File: config.mk
export PLATFORM = sky130hd
export DESIGN_NAME = pipe_trace_top
export DESIGN_NICKNAME = d
export VERILOG_FILES = /design/src/pipe_pkg.sv /design/src/trace_pkg.sv /design/src/fetch_capture.sv /design/src/stage_tracker.sv /design/src/retire_report.sv /design/src/pipe_trace_top.sv
export VERILOG_INCLUDE_DIRS = /design/src /design/src/include
export SDC_FILE = /design/constraint.sdc
export NUM_CORES = 1
export LEC_CHECK = 0
export BUFFER_PORTS_ARGS = -buffer_cell sky130_fd_sc_hd__buf_4
export CAP_MARGIN = 20
export CORE_MARGIN = 2
export CORE_UTILIZATION = 47
export DETAILED_ROUTE_END_ITERATION = 10
export PLACE_DENSITY = 0.68
export SYNTH_ARGS = -nofsm -noshare
export SYNTH_HDL_FRONTEND = slang
export SYNTH_HIERARCHICAL = 1
export SYNTH_SLANG_ARGS = --single-unit
File: constraint.sdc
create_clock -name clk -period 3.1 [get_ports clk]
set_input_delay 0.62 -clock clk [delete_from_list [all_inputs] [get_ports clk]]
set_output_delay 0.62 -clock clk [all_outputs]
set_load 0.05 [all_outputs]
File: src/include/pipe_trace_defines.svh
//////////////////////////////////////////////////////////////////////
// Pipeline trace unit widths and depth
// Shared by the type packages and the tracker logic
//////////////////////////////////////////////////////////////////////
`ifndef PIPE_TRACE_DEFINES_SVH
`define PIPE_TRACE_DEFINES_SVH

// CPU side values
`define PT_PC_W        32
`define PT_INSTR_W     32

// Sequence tag, wraps freely
`define PT_TAG_W       8

// Cycle stamp, latency is taken modulo this width
`define PT_CYCLE_W     16

// Per instruction stall count, saturates
`define PT_STALL_W     8

// Running total of squashed slots
`define PT_SQUASH_W    16

// IF, ID, EX, MEM, WB
`define PT_NUM_STAGES  5

`endif

File: src/pipe_pkg.sv
//////////////////////////////////////////////////////////////////////
// CPU side value types
// Program counter and instruction word as seen at fetch
//////////////////////////////////////////////////////////////////////
`include "pipe_trace_defines.svh"

package pipe_pkg;

  // Fetch address of an instruction
  typedef logic [`PT_PC_W-1:0] pc_t;

  // Raw instruction word, carried untouched to retirement
  typedef logic [`PT_INSTR_W-1:0] instr_t;

endpackage

File: src/trace_pkg.sv
//////////////////////////////////////////////////////////////////////
// Trace bookkeeping types
// Tags, cycle stamps and the counters kept per slot and overall
//////////////////////////////////////////////////////////////////////
`include "pipe_trace_defines.svh"

package trace_pkg;

  // Sequence tag given to each fetch
  // Wraps after 2**PT_TAG_W fetches
  typedef logic [`PT_TAG_W-1:0] tag_t;

  // Free running cycle stamp
  // Differences are taken modulo the width
  typedef logic [`PT_CYCLE_W-1:0] cycle_t;

  // Stall cycles seen by one instruction in IF or ID
  // Saturates at all ones
  typedef logic [`PT_STALL_W-1:0] stall_cnt_t;

  // Total of IF and ID occupants removed by flushes
  typedef logic [`PT_SQUASH_W-1:0] squash_cnt_t;

endpackage

File: src/fetch_capture.sv
//////////////////////////////////////////////////////////////////////
// Fetch capture
// Stamps each fetch strobe with a sequence tag and its fetch cycle
//////////////////////////////////////////////////////////////////////
`timescale 1ns/1ns

module fetch_capture
  import pipe_pkg::*;
  import trace_pkg::*;
(
  input  logic   clk,
  input  logic   rst_n,
  input  logic   fetch_valid,
  input  pc_t    fetch_pc,
  input  instr_t fetch_instr,
  output logic   new_valid,
  output tag_t   new_tag,
  output pc_t    new_pc,
  output instr_t new_instr,
  output cycle_t new_cycle,
  output cycle_t now_cycle
);

  cycle_t cycle_cnt;
  tag_t   tag_cnt;

  // Cycle counter, zero in the first cycle after reset release
  always_ff @(posedge clk or negedge rst_n) begin
    if (!rst_n) begin
      cycle_cnt <= '0;
    end else begin
      cycle_cnt <= cycle_cnt + 1'b1;
    end
  end

  // Next tag to hand out
  // Moves only when a fetch is taken
  always_ff @(posedge clk or negedge rst_n) begin
    if (!rst_n) begin
      tag_cnt <= '0;
    end else if (fetch_valid) begin
      tag_cnt <= tag_cnt + 1'b1;
    end
  end

  // Stamped fetch, same cycle as the strobe
  assign new_valid = fetch_valid;
  assign new_tag   = tag_cnt;
  assign new_pc    = fetch_pc;
  assign new_instr = fetch_instr;
  assign new_cycle = cycle_cnt;

  // Current cycle for latency at retirement
  assign now_cycle = cycle_cnt;

endmodule

File: src/stage_tracker.sv
//////////////////////////////////////////////////////////////////////
// Stage tracker
// Five occupancy slots following the CPU through IF to WB,
// with stall hold, EX bubble, flush squash and squash counting
//////////////////////////////////////////////////////////////////////
`timescale 1ns/1ns
`include "pipe_trace_defines.svh"

module stage_tracker
  import pipe_pkg::*;
  import trace_pkg::*;
(
  input  logic        clk,
  input  logic        rst_n,
  input  logic        new_valid,
  input  tag_t        new_tag,
  input  pc_t         new_pc,
  input  instr_t      new_instr,
  input  cycle_t      new_cycle,
  input  logic        stall,
  input  logic        flush,
  output logic        wb_valid,
  output tag_t        wb_tag,
  output pc_t         wb_pc,
  output instr_t      wb_instr,
  output cycle_t      wb_fetch_cycle,
  output stall_cnt_t  wb_stalls,
  output squash_cnt_t squash_count
);

  localparam int NS    = `PT_NUM_STAGES;
  localparam int S_IF  = 0;
  localparam int S_ID  = 1;
  localparam int S_EX  = 2;
  localparam int S_MEM = 3;
  localparam int S_WB  = 4;

  // Slot contents, index is the stage
  logic        slot_valid  [NS];
  tag_t        slot_tag    [NS];
  pc_t         slot_pc     [NS];
  instr_t      slot_instr  [NS];
  cycle_t      slot_cycle  [NS];
  stall_cnt_t  slot_stalls [NS];

  squash_cnt_t squash_cnt;
  squash_cnt_t squash_inc;
  logic        hold_front;

  // Flush wins over stall for IF and ID
  assign hold_front = stall && !flush;
  // Occupied IF and ID slots lost on a flush
  assign squash_inc = squash_cnt_t'(slot_valid[S_IF]) + squash_cnt_t'(slot_valid[S_ID]);

  function automatic stall_cnt_t sat_inc(stall_cnt_t v);
    return (&v) ? v : stall_cnt_t'(v + 1'b1);
  endfunction

  //////////////////////////////////////////////////////////////////////
  // Occupancy and squash total
  //////////////////////////////////////////////////////////////////////
  always_ff @(posedge clk or negedge rst_n) begin
    if (!rst_n) begin
      for (int i = 0; i < NS; i++) begin
        slot_valid[i] <= 1'b0;
      end
      squash_cnt <= '0;
    end else begin
      if (flush) begin
        // New fetch still enters, ID occupant never reaches EX
        slot_valid[S_IF] <= new_valid;
        slot_valid[S_ID] <= 1'b0;
        slot_valid[S_EX] <= 1'b0;
        squash_cnt       <= squash_cnt + squash_inc;
      end else if (stall) begin
        // IF and ID hold, bubble into EX
        slot_valid[S_EX] <= 1'b0;
      end else begin
        slot_valid[S_IF] <= new_valid;
        slot_valid[S_ID] <= slot_valid[S_IF];
        slot_valid[S_EX] <= slot_valid[S_ID];
      end
      // Back end never stalls, WB empties every edge
      slot_valid[S_MEM] <= slot_valid[S_EX];
      slot_valid[S_WB]  <= slot_valid[S_MEM];
    end
  end

  //////////////////////////////////////////////////////////////////////
  // Slot payload
  //////////////////////////////////////////////////////////////////////
  always_ff @(posedge clk) begin
    if (hold_front) begin
      // Count the stall against each held occupant
      for (int i = S_IF; i <= S_ID; i++) begin
        if (slot_valid[i]) begin
          slot_stalls[i] <= sat_inc(slot_stalls[i]);
        end
      end
    end else begin
      slot_tag[S_IF]    <= new_tag;
      slot_pc[S_IF]     <= new_pc;
      slot_instr[S_IF]  <= new_instr;
      slot_cycle[S_IF]  <= new_cycle;
      slot_stalls[S_IF] <= '0;
      slot_tag[S_ID]    <= slot_tag[S_IF];
      slot_pc[S_ID]     <= slot_pc[S_IF];
      slot_instr[S_ID]  <= slot_instr[S_IF];
      slot_cycle[S_ID]  <= slot_cycle[S_IF];
      slot_stalls[S_ID] <= slot_stalls[S_IF];
    end
    // EX onward copies blindly, valid bits decide what counts
    for (int i = S_EX; i < NS; i++) begin
      slot_tag[i]    <= slot_tag[i-1];
      slot_pc[i]     <= slot_pc[i-1];
      slot_instr[i]  <= slot_instr[i-1];
      slot_cycle[i]  <= slot_cycle[i-1];
      slot_stalls[i] <= slot_stalls[i-1];
    end
  end

  assign wb_valid       = slot_valid[S_WB];
  assign wb_tag         = slot_tag[S_WB];
  assign wb_pc          = slot_pc[S_WB];
  assign wb_instr       = slot_instr[S_WB];
  assign wb_fetch_cycle = slot_cycle[S_WB];
  assign wb_stalls      = slot_stalls[S_WB];
  assign squash_count   = squash_cnt;

  // CPU may only fetch during a stall if it flushes too
  a_no_fetch_in_stall: assert property (@(posedge clk) disable iff (!rst_n)
    !(new_valid && stall && !flush));

  // One instruction occupies WB for exactly one cycle
  a_wb_single_cycle: assert property (@(posedge clk) disable iff (!rst_n)
    slot_valid[S_WB] |=> !(slot_valid[S_WB] && slot_tag[S_WB] == $past(slot_tag[S_WB])));

endmodule

File: src/retire_report.sv
//////////////////////////////////////////////////////////////////////
// Retire report
// Registers the WB occupant as a retirement record with its latency
//////////////////////////////////////////////////////////////////////
`timescale 1ns/1ns
`include "pipe_trace_defines.svh"

module retire_report
  import pipe_pkg::*;
  import trace_pkg::*;
(
  input  logic       clk,
  input  logic       rst_n,
  input  logic       wb_valid,
  input  tag_t       wb_tag,
  input  pc_t        wb_pc,
  input  instr_t     wb_instr,
  input  cycle_t     wb_fetch_cycle,
  input  stall_cnt_t wb_stalls,
  input  cycle_t     now_cycle,
  output logic       retire_valid,
  output tag_t       retire_tag,
  output pc_t        retire_pc,
  output instr_t     retire_instr,
  output cycle_t     retire_fetch_cycle,
  output stall_cnt_t retire_stalls,
  output cycle_t     retire_latency
);

  // Fetch strobe to retire strobe with no stall
  localparam cycle_t MIN_LATENCY = cycle_t'(`PT_NUM_STAGES + 1);

  cycle_t wb_latency;

  // Record shows up one cycle after WB, hence the +1
  assign wb_latency = cycle_t'(now_cycle - wb_fetch_cycle + 1'b1);

  always_ff @(posedge clk or negedge rst_n) begin
    if (!rst_n) begin
      retire_valid <= 1'b0;
    end else begin
      retire_valid <= wb_valid;
    end
  end

  // Record fields, only loaded for a real occupant
  always_ff @(posedge clk) begin
    if (wb_valid) begin
      retire_tag         <= wb_tag;
      retire_pc          <= wb_pc;
      retire_instr       <= wb_instr;
      retire_fetch_cycle <= wb_fetch_cycle;
      retire_stalls      <= wb_stalls;
      retire_latency     <= wb_latency;
    end
  end

  // Latency from fetch stamp to retirement covers the whole pipe
  a_min_latency: assert property (@(posedge clk) disable iff (!rst_n)
    retire_valid |-> retire_latency >= MIN_LATENCY);

endmodule

File: src/pipe_trace_top.sv
//////////////////////////////////////////////////////////////////////
// Pipeline trace unit top level
// Fetch capture, stage tracker and retire report in a chain
//////////////////////////////////////////////////////////////////////
`timescale 1ns/1ns

module pipe_trace_top
  import pipe_pkg::*;
  import trace_pkg::*;
(
  input  logic        clk,
  input  logic        rst_n,
  input  logic        fetch_valid,
  input  pc_t         fetch_pc,
  input  instr_t      fetch_instr,
  input  logic        stall,
  input  logic        flush,
  output logic        retire_valid,
  output tag_t        retire_tag,
  output pc_t         retire_pc,
  output instr_t      retire_instr,
  output cycle_t      retire_fetch_cycle,
  output stall_cnt_t  retire_stalls,
  output cycle_t      retire_latency,
  output squash_cnt_t squash_count
);

  // Stamped fetch into the tracker
  logic   new_valid;
  tag_t   new_tag;
  pc_t    new_pc;
  instr_t new_instr;
  cycle_t new_cycle;
  cycle_t now_cycle;

  // WB occupant into the report
  logic       wb_valid;
  tag_t       wb_tag;
  pc_t        wb_pc;
  instr_t     wb_instr;
  cycle_t     wb_fetch_cycle;
  stall_cnt_t wb_stalls;

  fetch_capture u_fetch_capture (
    .clk         (clk),
    .rst_n       (rst_n),
    .fetch_valid (fetch_valid),
    .fetch_pc    (fetch_pc),
    .fetch_instr (fetch_instr),
    .new_valid   (new_valid),
    .new_tag     (new_tag),
    .new_pc      (new_pc),
    .new_instr   (new_instr),
    .new_cycle   (new_cycle),
    .now_cycle   (now_cycle)
  );

  stage_tracker u_stage_tracker (
    .clk            (clk),
    .rst_n          (rst_n),
    .new_valid      (new_valid),
    .new_tag        (new_tag),
    .new_pc         (new_pc),
    .new_instr      (new_instr),
    .new_cycle      (new_cycle),
    .stall          (stall),
    .flush          (flush),
    .wb_valid       (wb_valid),
    .wb_tag         (wb_tag),
    .wb_pc          (wb_pc),
    .wb_instr       (wb_instr),
    .wb_fetch_cycle (wb_fetch_cycle),
    .wb_stalls      (wb_stalls),
    .squash_count   (squash_count)
  );

  retire_report u_retire_report (
    .clk                (clk),
    .rst_n              (rst_n),
    .wb_valid           (wb_valid),
    .wb_tag             (wb_tag),
    .wb_pc              (wb_pc),
    .wb_instr           (wb_instr),
    .wb_fetch_cycle     (wb_fetch_cycle),
    .wb_stalls          (wb_stalls),
    .now_cycle          (now_cycle),
    .retire_valid       (retire_valid),
    .retire_tag         (retire_tag),
    .retire_pc          (retire_pc),
    .retire_instr       (retire_instr),
    .retire_fetch_cycle (retire_fetch_cycle),
    .retire_stalls      (retire_stalls),
    .retire_latency     (retire_latency)
  );

endmodule

# ---- Word level (Yosys, flattened, before mapping)
# Memory sizes are Yosys's and may differ from the RTL's. A register that Yosys moved wholly into a read port is not among the register bits.
# Index checks and enable logic that the tools add are counted.
dict set report totals {
  ff_bits 78
  mem_bits_rw 480
  n_memories 5
}
dict set report classes {
  n_addsub 8
  eq_ne 1
  muxes 14
  n_bitwise 2
  reduce_logical 4
}
# memory depth width rd rd_clocked_by_memory_dff wr line_no
set mem_list {}
lappend mem_list {u_stage_tracker.slot_instr 5 32 5 1 5 stage_tracker.sv:42} ;# instr_t slot_instr [NS];
lappend mem_list {u_stage_tracker.slot_pc 5 32 5 1 5 stage_tracker.sv:41} ;# pc_t slot_pc [NS];
lappend mem_list {u_stage_tracker.slot_cycle 5 16 5 0 5 stage_tracker.sv:43} ;# cycle_t slot_cycle [NS];
lappend mem_list {u_stage_tracker.slot_stalls 5 8 5 1 5 stage_tracker.sv:44} ;# stall_cnt_t slot_stalls [NS];
lappend mem_list {u_stage_tracker.slot_tag 5 8 5 1 5 stage_tracker.sv:40} ;# tag_t slot_tag [NS];
# cell count
set ops {}
lappend ops {{16-bit by 1-bit adder with 16-bit output (second input constant)} 2}
lappend ops {{8-bit 2-to-1 mux} 4}
lappend ops {{8-bit by 1-bit adder with 8-bit output (second input constant)} 3}
lappend ops {{16-bit adder} 1}
lappend ops {{8-bit AND reduction} 2}
lappend ops {{16-bit subtractor} 1}
lappend ops {{1-bit 2-to-1 mux} 8}
lappend ops {{3-bit 2-to-1 mux} 1}
lappend ops {{1-bit by 1-bit adder with 2-bit output} 1}
lappend ops {{2-bit 2-to-1 mux} 1}
lappend ops {{2-bit by 1-bit inequality test with 1-bit output (second input constant)} 1}
lappend ops {{1-bit OR} 2}
lappend ops {{1-bit logical AND} 1}
lappend ops {{1-bit zero test} 1}

# ---- Logic depth before layout (Yosys ltp)
dict set report logic_depth {
  depth_word 5
  mapped_depth 11
  depth_no_buf 10
}

# ---- Modules after synthesis
# Netlist, hierarchy kept.
# mod n_inst cells_each area_per_inst_um2
set modules_own_cells {}
lappend modules_own_cells {stage_tracker 1 689 13374.1}
lappend modules_own_cells {retire_report 1 238 4325.4}
lappend modules_own_cells {fetch_capture 1 164 1651.6}

# ---- Worst setup path before layout
# OpenSTA, ideal clock, no wires.
dict set report synth_path {
  path_kind {input-to-reg}
  from {input port flush}
  to {memory u_stage_tracker/slot_stalls[0][0] (netlist bit), enable pin}
  setup_ps 327
  arrival_time_ps 3474
  slack_ps -701
  path_stages 5
  n_path_buf 3
  cell_sequence {buf_4 nand2b_1 buf_2 buf_2 a21o_1}
}
# element line_no
set synth_lines {}
lappend synth_lines {{start, declared} pipe_trace_top.sv:17} ;# input logic flush,
lappend synth_lines {{end, declared} stage_tracker.sv:44}

# ---- Worst setup path in the final report
dict set report layout_path {
  from {register u_fetch_capture.cycle_cnt[1], in the netlist u_fetch_capture/new_cycle[1]}
  to {register u_retire_report.retire_latency[13], data pin}
}
dict set report layout_via {
  elab_chain_len 2
}
# element line_no
set layout_lines {}
lappend layout_lines {{start, declared} fetch_capture.sv:24} ;# cycle_t cycle_cnt;
lappend layout_lines {{start signal, assigned} fetch_capture.sv:32} ;# cycle_cnt <= cycle_cnt + 1'b1;
lappend layout_lines {{16-bit subtractor} retire_report.sv:36} ;# assign wb_latency = cycle_t'(now_cycle - wb_fetch_cycle + 1'b1);
lappend layout_lines {{16-bit by 1-bit adder with 16-bit output} retire_report.sv:36}
lappend layout_lines {{named net u_retire_report.wb_latency[13]} retire_report.sv:33} ;# cycle_t wb_latency;
lappend layout_lines {{end signal, assigned} retire_report.sv:54} ;# retire_latency <= wb_latency;
lappend layout_lines {{end, declared} retire_report.sv:27} ;# output cycle_t retire_latency
# The timed path passes the listed nets, and every way through them passes these cells.
# A chain may end at the register's enable or synchronous reset.

==> load_flow_metrics.sql <==
INSERT INTO impl_metrics (metric_group, metric, value, unit) VALUES
('status', 'outcome', 'finished, final reports clean', ''),
('layout', 'drive_gt1_share', '25.2', '%'),
('power', 'net_sw_share', '21.2', '%'),
('floorplan', 'fp.coreArea', '40700', 'um2'),
('critical_path', 'critical_path_arrival', '3.37', 'ns'),
('floorplan', 'die_w', '207', 'um'),
('critical_path', 'worstSetupPathType', 'flop to flop', ''),
('clocking', 'cts_tree', 'done', ''),
('yosys', 'synth.avg_cell_area', '17.7', 'um2'),
('grt', 'global_route.peak_usage_layer', 'met2', ''),
('layout', 'leading_cell_type_in_the_layout_fill_and_taps_excluded', 'sky130_fd_sc_hd__edfxtp_1', ''),
('power', 'proportion_of_power_drawn_by_flip_flops_and_latches', '56.5', '%'),
('worst_hold_path', 'hp-class', 'input pin to asynchronous set/reset pin', ''),
('critical_path', 'crit_path_cell_trace', 'inv_1, ha_1, inv_1, ha_1, fa_1, a21o_1, a221o_1, and3_1, or4b_1, o311ai_1', ''),
('floorplan', 'die_height', '207', 'um'),
('grt', 'grt_max_degree', '60', ''),
('placed_design', 'globalplace.congestion', '0.766', ''),
('sta', 'timing.final.setup_violations', '0', ''),
('clocking', 'numCtsBuffers', '58', ''),
('yosys', 'count_of_flip_flops_with_a_built_in_enable_after_synthesis', '304', ''),
('yosys', 'synthesized_instance_count', '1091', ''),
('detailed_routing', 'drt_drc_violations_left', '0', ''),
('yosys', 'synth_flop_cell', 'sky130_fd_sc_hd__edfxtp_1', ''),
('grt', 'initial_antenna_violation_count', '0', ''),
('clocking', 'cts-htree-levels', '2', ''),
('sta', 'timing_worst_slew_pin_value', '0.770', 'ns'),
('layout', 'final_instance_area', '22300', 'um2'),
('grt', 'grt_pass1_vias', '7871', ''),
('critical_path', 'end_kind', 'flop', ''),
('detailed_routing', 'viasPerCell', '4.48', ''),
('clocking', 'clock_path_buffers', '3', ''),
('sta', 'min_period', '2.97', 'ns'),
('yosys', 'synthesis.yosys.warnings', '6', ''),
('critical_path', 'crit_path_top_delay_cell', 'sky130_fd_sc_hd__or4b_1', ''),
('critical_path', 'worst_setup_path_startpoint', 'u_fetch_capture/new_cycle[1]', ''),
('critical_path', 'slowest_delay', '0.49', 'ns'),
('power', 'switchingPower', '3760', 'uW'),
('detailed_routing', 'post_drt_wl_per_cell', '15.4', 'um'),
('floorplan', 'initial_standard_cell_utilization_of_the_core', '47.5', '%'),
('clocking', 'cts-resized-gates', '0', ''),
('critical_path', 'critPathMaxFanout', '5', ''),
('placed_design', 'placement.io_buffers', '197', ''),
('detailed_routing', 'detailroute.via_count', '7944', ''),
('sta', 'maxClockFrequency', '337', 'MHz'),
('detailed_routing', 'detail_route.wirelength', '27200', 'um'),
('clocking', 'clock_insertion_delay_worst_skew', '0.60', 'ns'),
('sta', 'final_min_period_over_clock_period', '95.7', '%'),
('grt', 'grt_pass1_wl', '41500', 'um'),
('layout', 'leading_cell_types_in_the_layout_fill_and_taps_excluded', 'sky130_fd_sc_hd__edfxtp_1 (304), sky130_fd_sc_hd__dfxtp_1 (288), sky130_fd_sc_hd__buf_4 (203)', ''),
('grt', 'grtUsageMet3', '3.58', '%'),
('yosys', 'synth.yosys.seq_area_share', '82.9', '%'),
('layout', 'antenna-diode-count', '0', ''),
('clocking', 'post_cts_buffers', '0', ''),
('clocking', 'cts_root_buf', 'sky130_fd_sc_hd__clkbuf_16', ''),
('critical_path', 'setup.worst_path.start_class', 'flop', ''),
('sta', 'final_hold_viol_count', '0', ''),
('job', 'maxcap_viol_count', '0', ''),
('yosys', 'synth.cell_area', '19400', 'um2'),
('critical_path', 'cp_top_delay_family', 'adder cells', ''),
('floorplan', 'die_area', '42800', 'um2'),
('layout', 'fillers', '3177', ''),
('detailed_routing', 'ant_nets', '0', ''),
('sta', 'unrepaired_setup_endpoints_after_global_routing', 'false', ''),
('yosys', 'postSynth.asyncResetShare', '7.21', '%'),
('grt', 'globalRouteMet1Util', '16.0', '%'),
('clocking', 'cts-hold-fix-buffers', '0', ''),
('power', 'power_frac_clock', '39.2', '%'),
('detailed_routing', 'dr.first_iter.drc_count', '418', ''),
('layout', 'fin_util', '54.7', '%'),
('sta', 'finalClockSkew', '0.0239', 'ns'),
('yosys', 'yosysUniqueCellTypes', '44', '');
-- Yosys cell counts (all sizes together) (3+ instances only) --
master	count	area, um2
mux2	3	33.8
xnor2	29	254
nor2	18	67.6
dfxtp	288	5770
xor2	29	254
buf	166	1240
nand3	16	85.1
nand2	28	108
inv	31	116
o21ai	11	55.1
a21oi	13	65.1
mux2i	3	30.0
edfxtp	304	9130
a21o	7	52.6
and4	5	46.3
nor3	7	35.0
nand4	17	134
nor4	5	50.1
and3	7	43.8
a221o	3	30.0
ha	34	425
dfrtp	46	1150
-- final cells by class --
type	count	area (um2)	share of cell area, %
clock buffers	71	1540	6.91
clock inverters	38	358	1.61
flip-flops and latches	638	16100	72.0
well taps	532	666	2.99
multi-input cells	256	1960	8.78
repair buffers	207	1600	7.20
inverters	31	116	0.522
-- through the flow --
| step | std cells | hold slack, ns | setup WS (ns) | power [uW] |
|---|---|---|---|---|
| 5_1_grt | 1773 | 0.0671 | 0.0360 | 18500 |
| 3_5_place_dp | 1664 | 0.312 | 0.125 | 11000 |
| 2_1_floorplan | 1091 | 0.310 | 0.0562 | 10900 |
| 3_3_place_gp | 1664 | 0.309 | 0.196 | 10900 |
| 4_1_cts | 1773 | 0.0366 | 0.114 | 18000 |
| 6_report | 1773 | 0.0479 | 0.135 | 17800 |
-- power by group through the flow --
stage / sequential, uW / combinational (uW) / clock, uW
final: 10000 / 773 / 6970
after global routing: 10100 / 842 / 7530
after CTS: 10100 / 780 / 7180
after detailed placement: 10200 / 777 / 0
after global placement: 10200 / 758 / 0
after floorplan: 10400 / 506 / 0
-- routing by layer --
| layer | wire, um | part of all wire, % |
|---|---|---|
| met5 | 0 | 0 |
| met4 | 835 | 3.1 |
| met3 | 1830 | 6.7 |
| met2 | 12700 | 47 |
| met1 | 11900 | 44 |
-- worst register-to-register path, cell delays in order, from the launching register on --
cell                       delay (ns)
sky130_fd_sc_hd__dfrtp_2         0.40
sky130_fd_sc_hd__inv_1           0.05
sky130_fd_sc_hd__ha_1            0.26
sky130_fd_sc_hd__inv_1           0.04
sky130_fd_sc_hd__ha_1            0.22
sky130_fd_sc_hd__fa_1            0.42
sky130_fd_sc_hd__a21o_1          0.22
sky130_fd_sc_hd__a221o_1         0.34
sky130_fd_sc_hd__and3_1          0.22
sky130_fd_sc_hd__or4b_1          0.49
sky130_fd_sc_hd__o311ai_1        0.11
-- sequential cells by signal (all words and copies together), names as in the netlist --
name	flops
u_retire_report/retire_tag	8
u_stage_tracker/wb_valid	1
u_fetch_capture/new_tag	8
u_stage_tracker/slot_instr	160
u_retire_report/retire_latency	16
u_stage_tracker/slot_cycle	80
u_stage_tracker/slot_pc	160
u_retire_report/retire_instr	32
u_retire_report/retire_stalls	8
u_stage_tracker/slot_tag	40
u_stage_tracker/slot_valid	4
u_stage_tracker/slot_stalls	40
u_retire_report/retire_fetch_cycle	16
u_retire_report/retire_valid	1
u_retire_report/retire_pc	32
u_fetch_capture/new_cycle	16
u_stage_tracker/squash_count	16
-- worst paths after layout --
check	end	slack (ns)	cells past startpoint
hold / removal	u_stage_tracker/squash_count[1]	0.05	1
max in group asynchronous	u_stage_tracker/wb_valid	2.57	1
min in group clk	u_stage_tracker/slot_instr[0][20]	0.19	1
setup reg to reg	u_retire_report/retire_latency[13]	0.13	10
hold reg to reg	u_stage_tracker/slot_pc[0][157]	0.31	0
setup / recovery	u_retire_report/retire_latency[13]	0.13	10
-- logic make-up after synthesis --
logic type	count (synthesis)	share of synthesized area [%]
AND/OR/NAND/NOR	112	3.27
buffers and inverters	197	7.00
AO/OA/AOI/OAI	44	1.45
adder cells (fa/ha/maj)	36	2.41
flip-flops	638	82.9
XOR/XNOR	58	2.63
multiplexers	6	0.330
(Power assumes the default switching activity.)
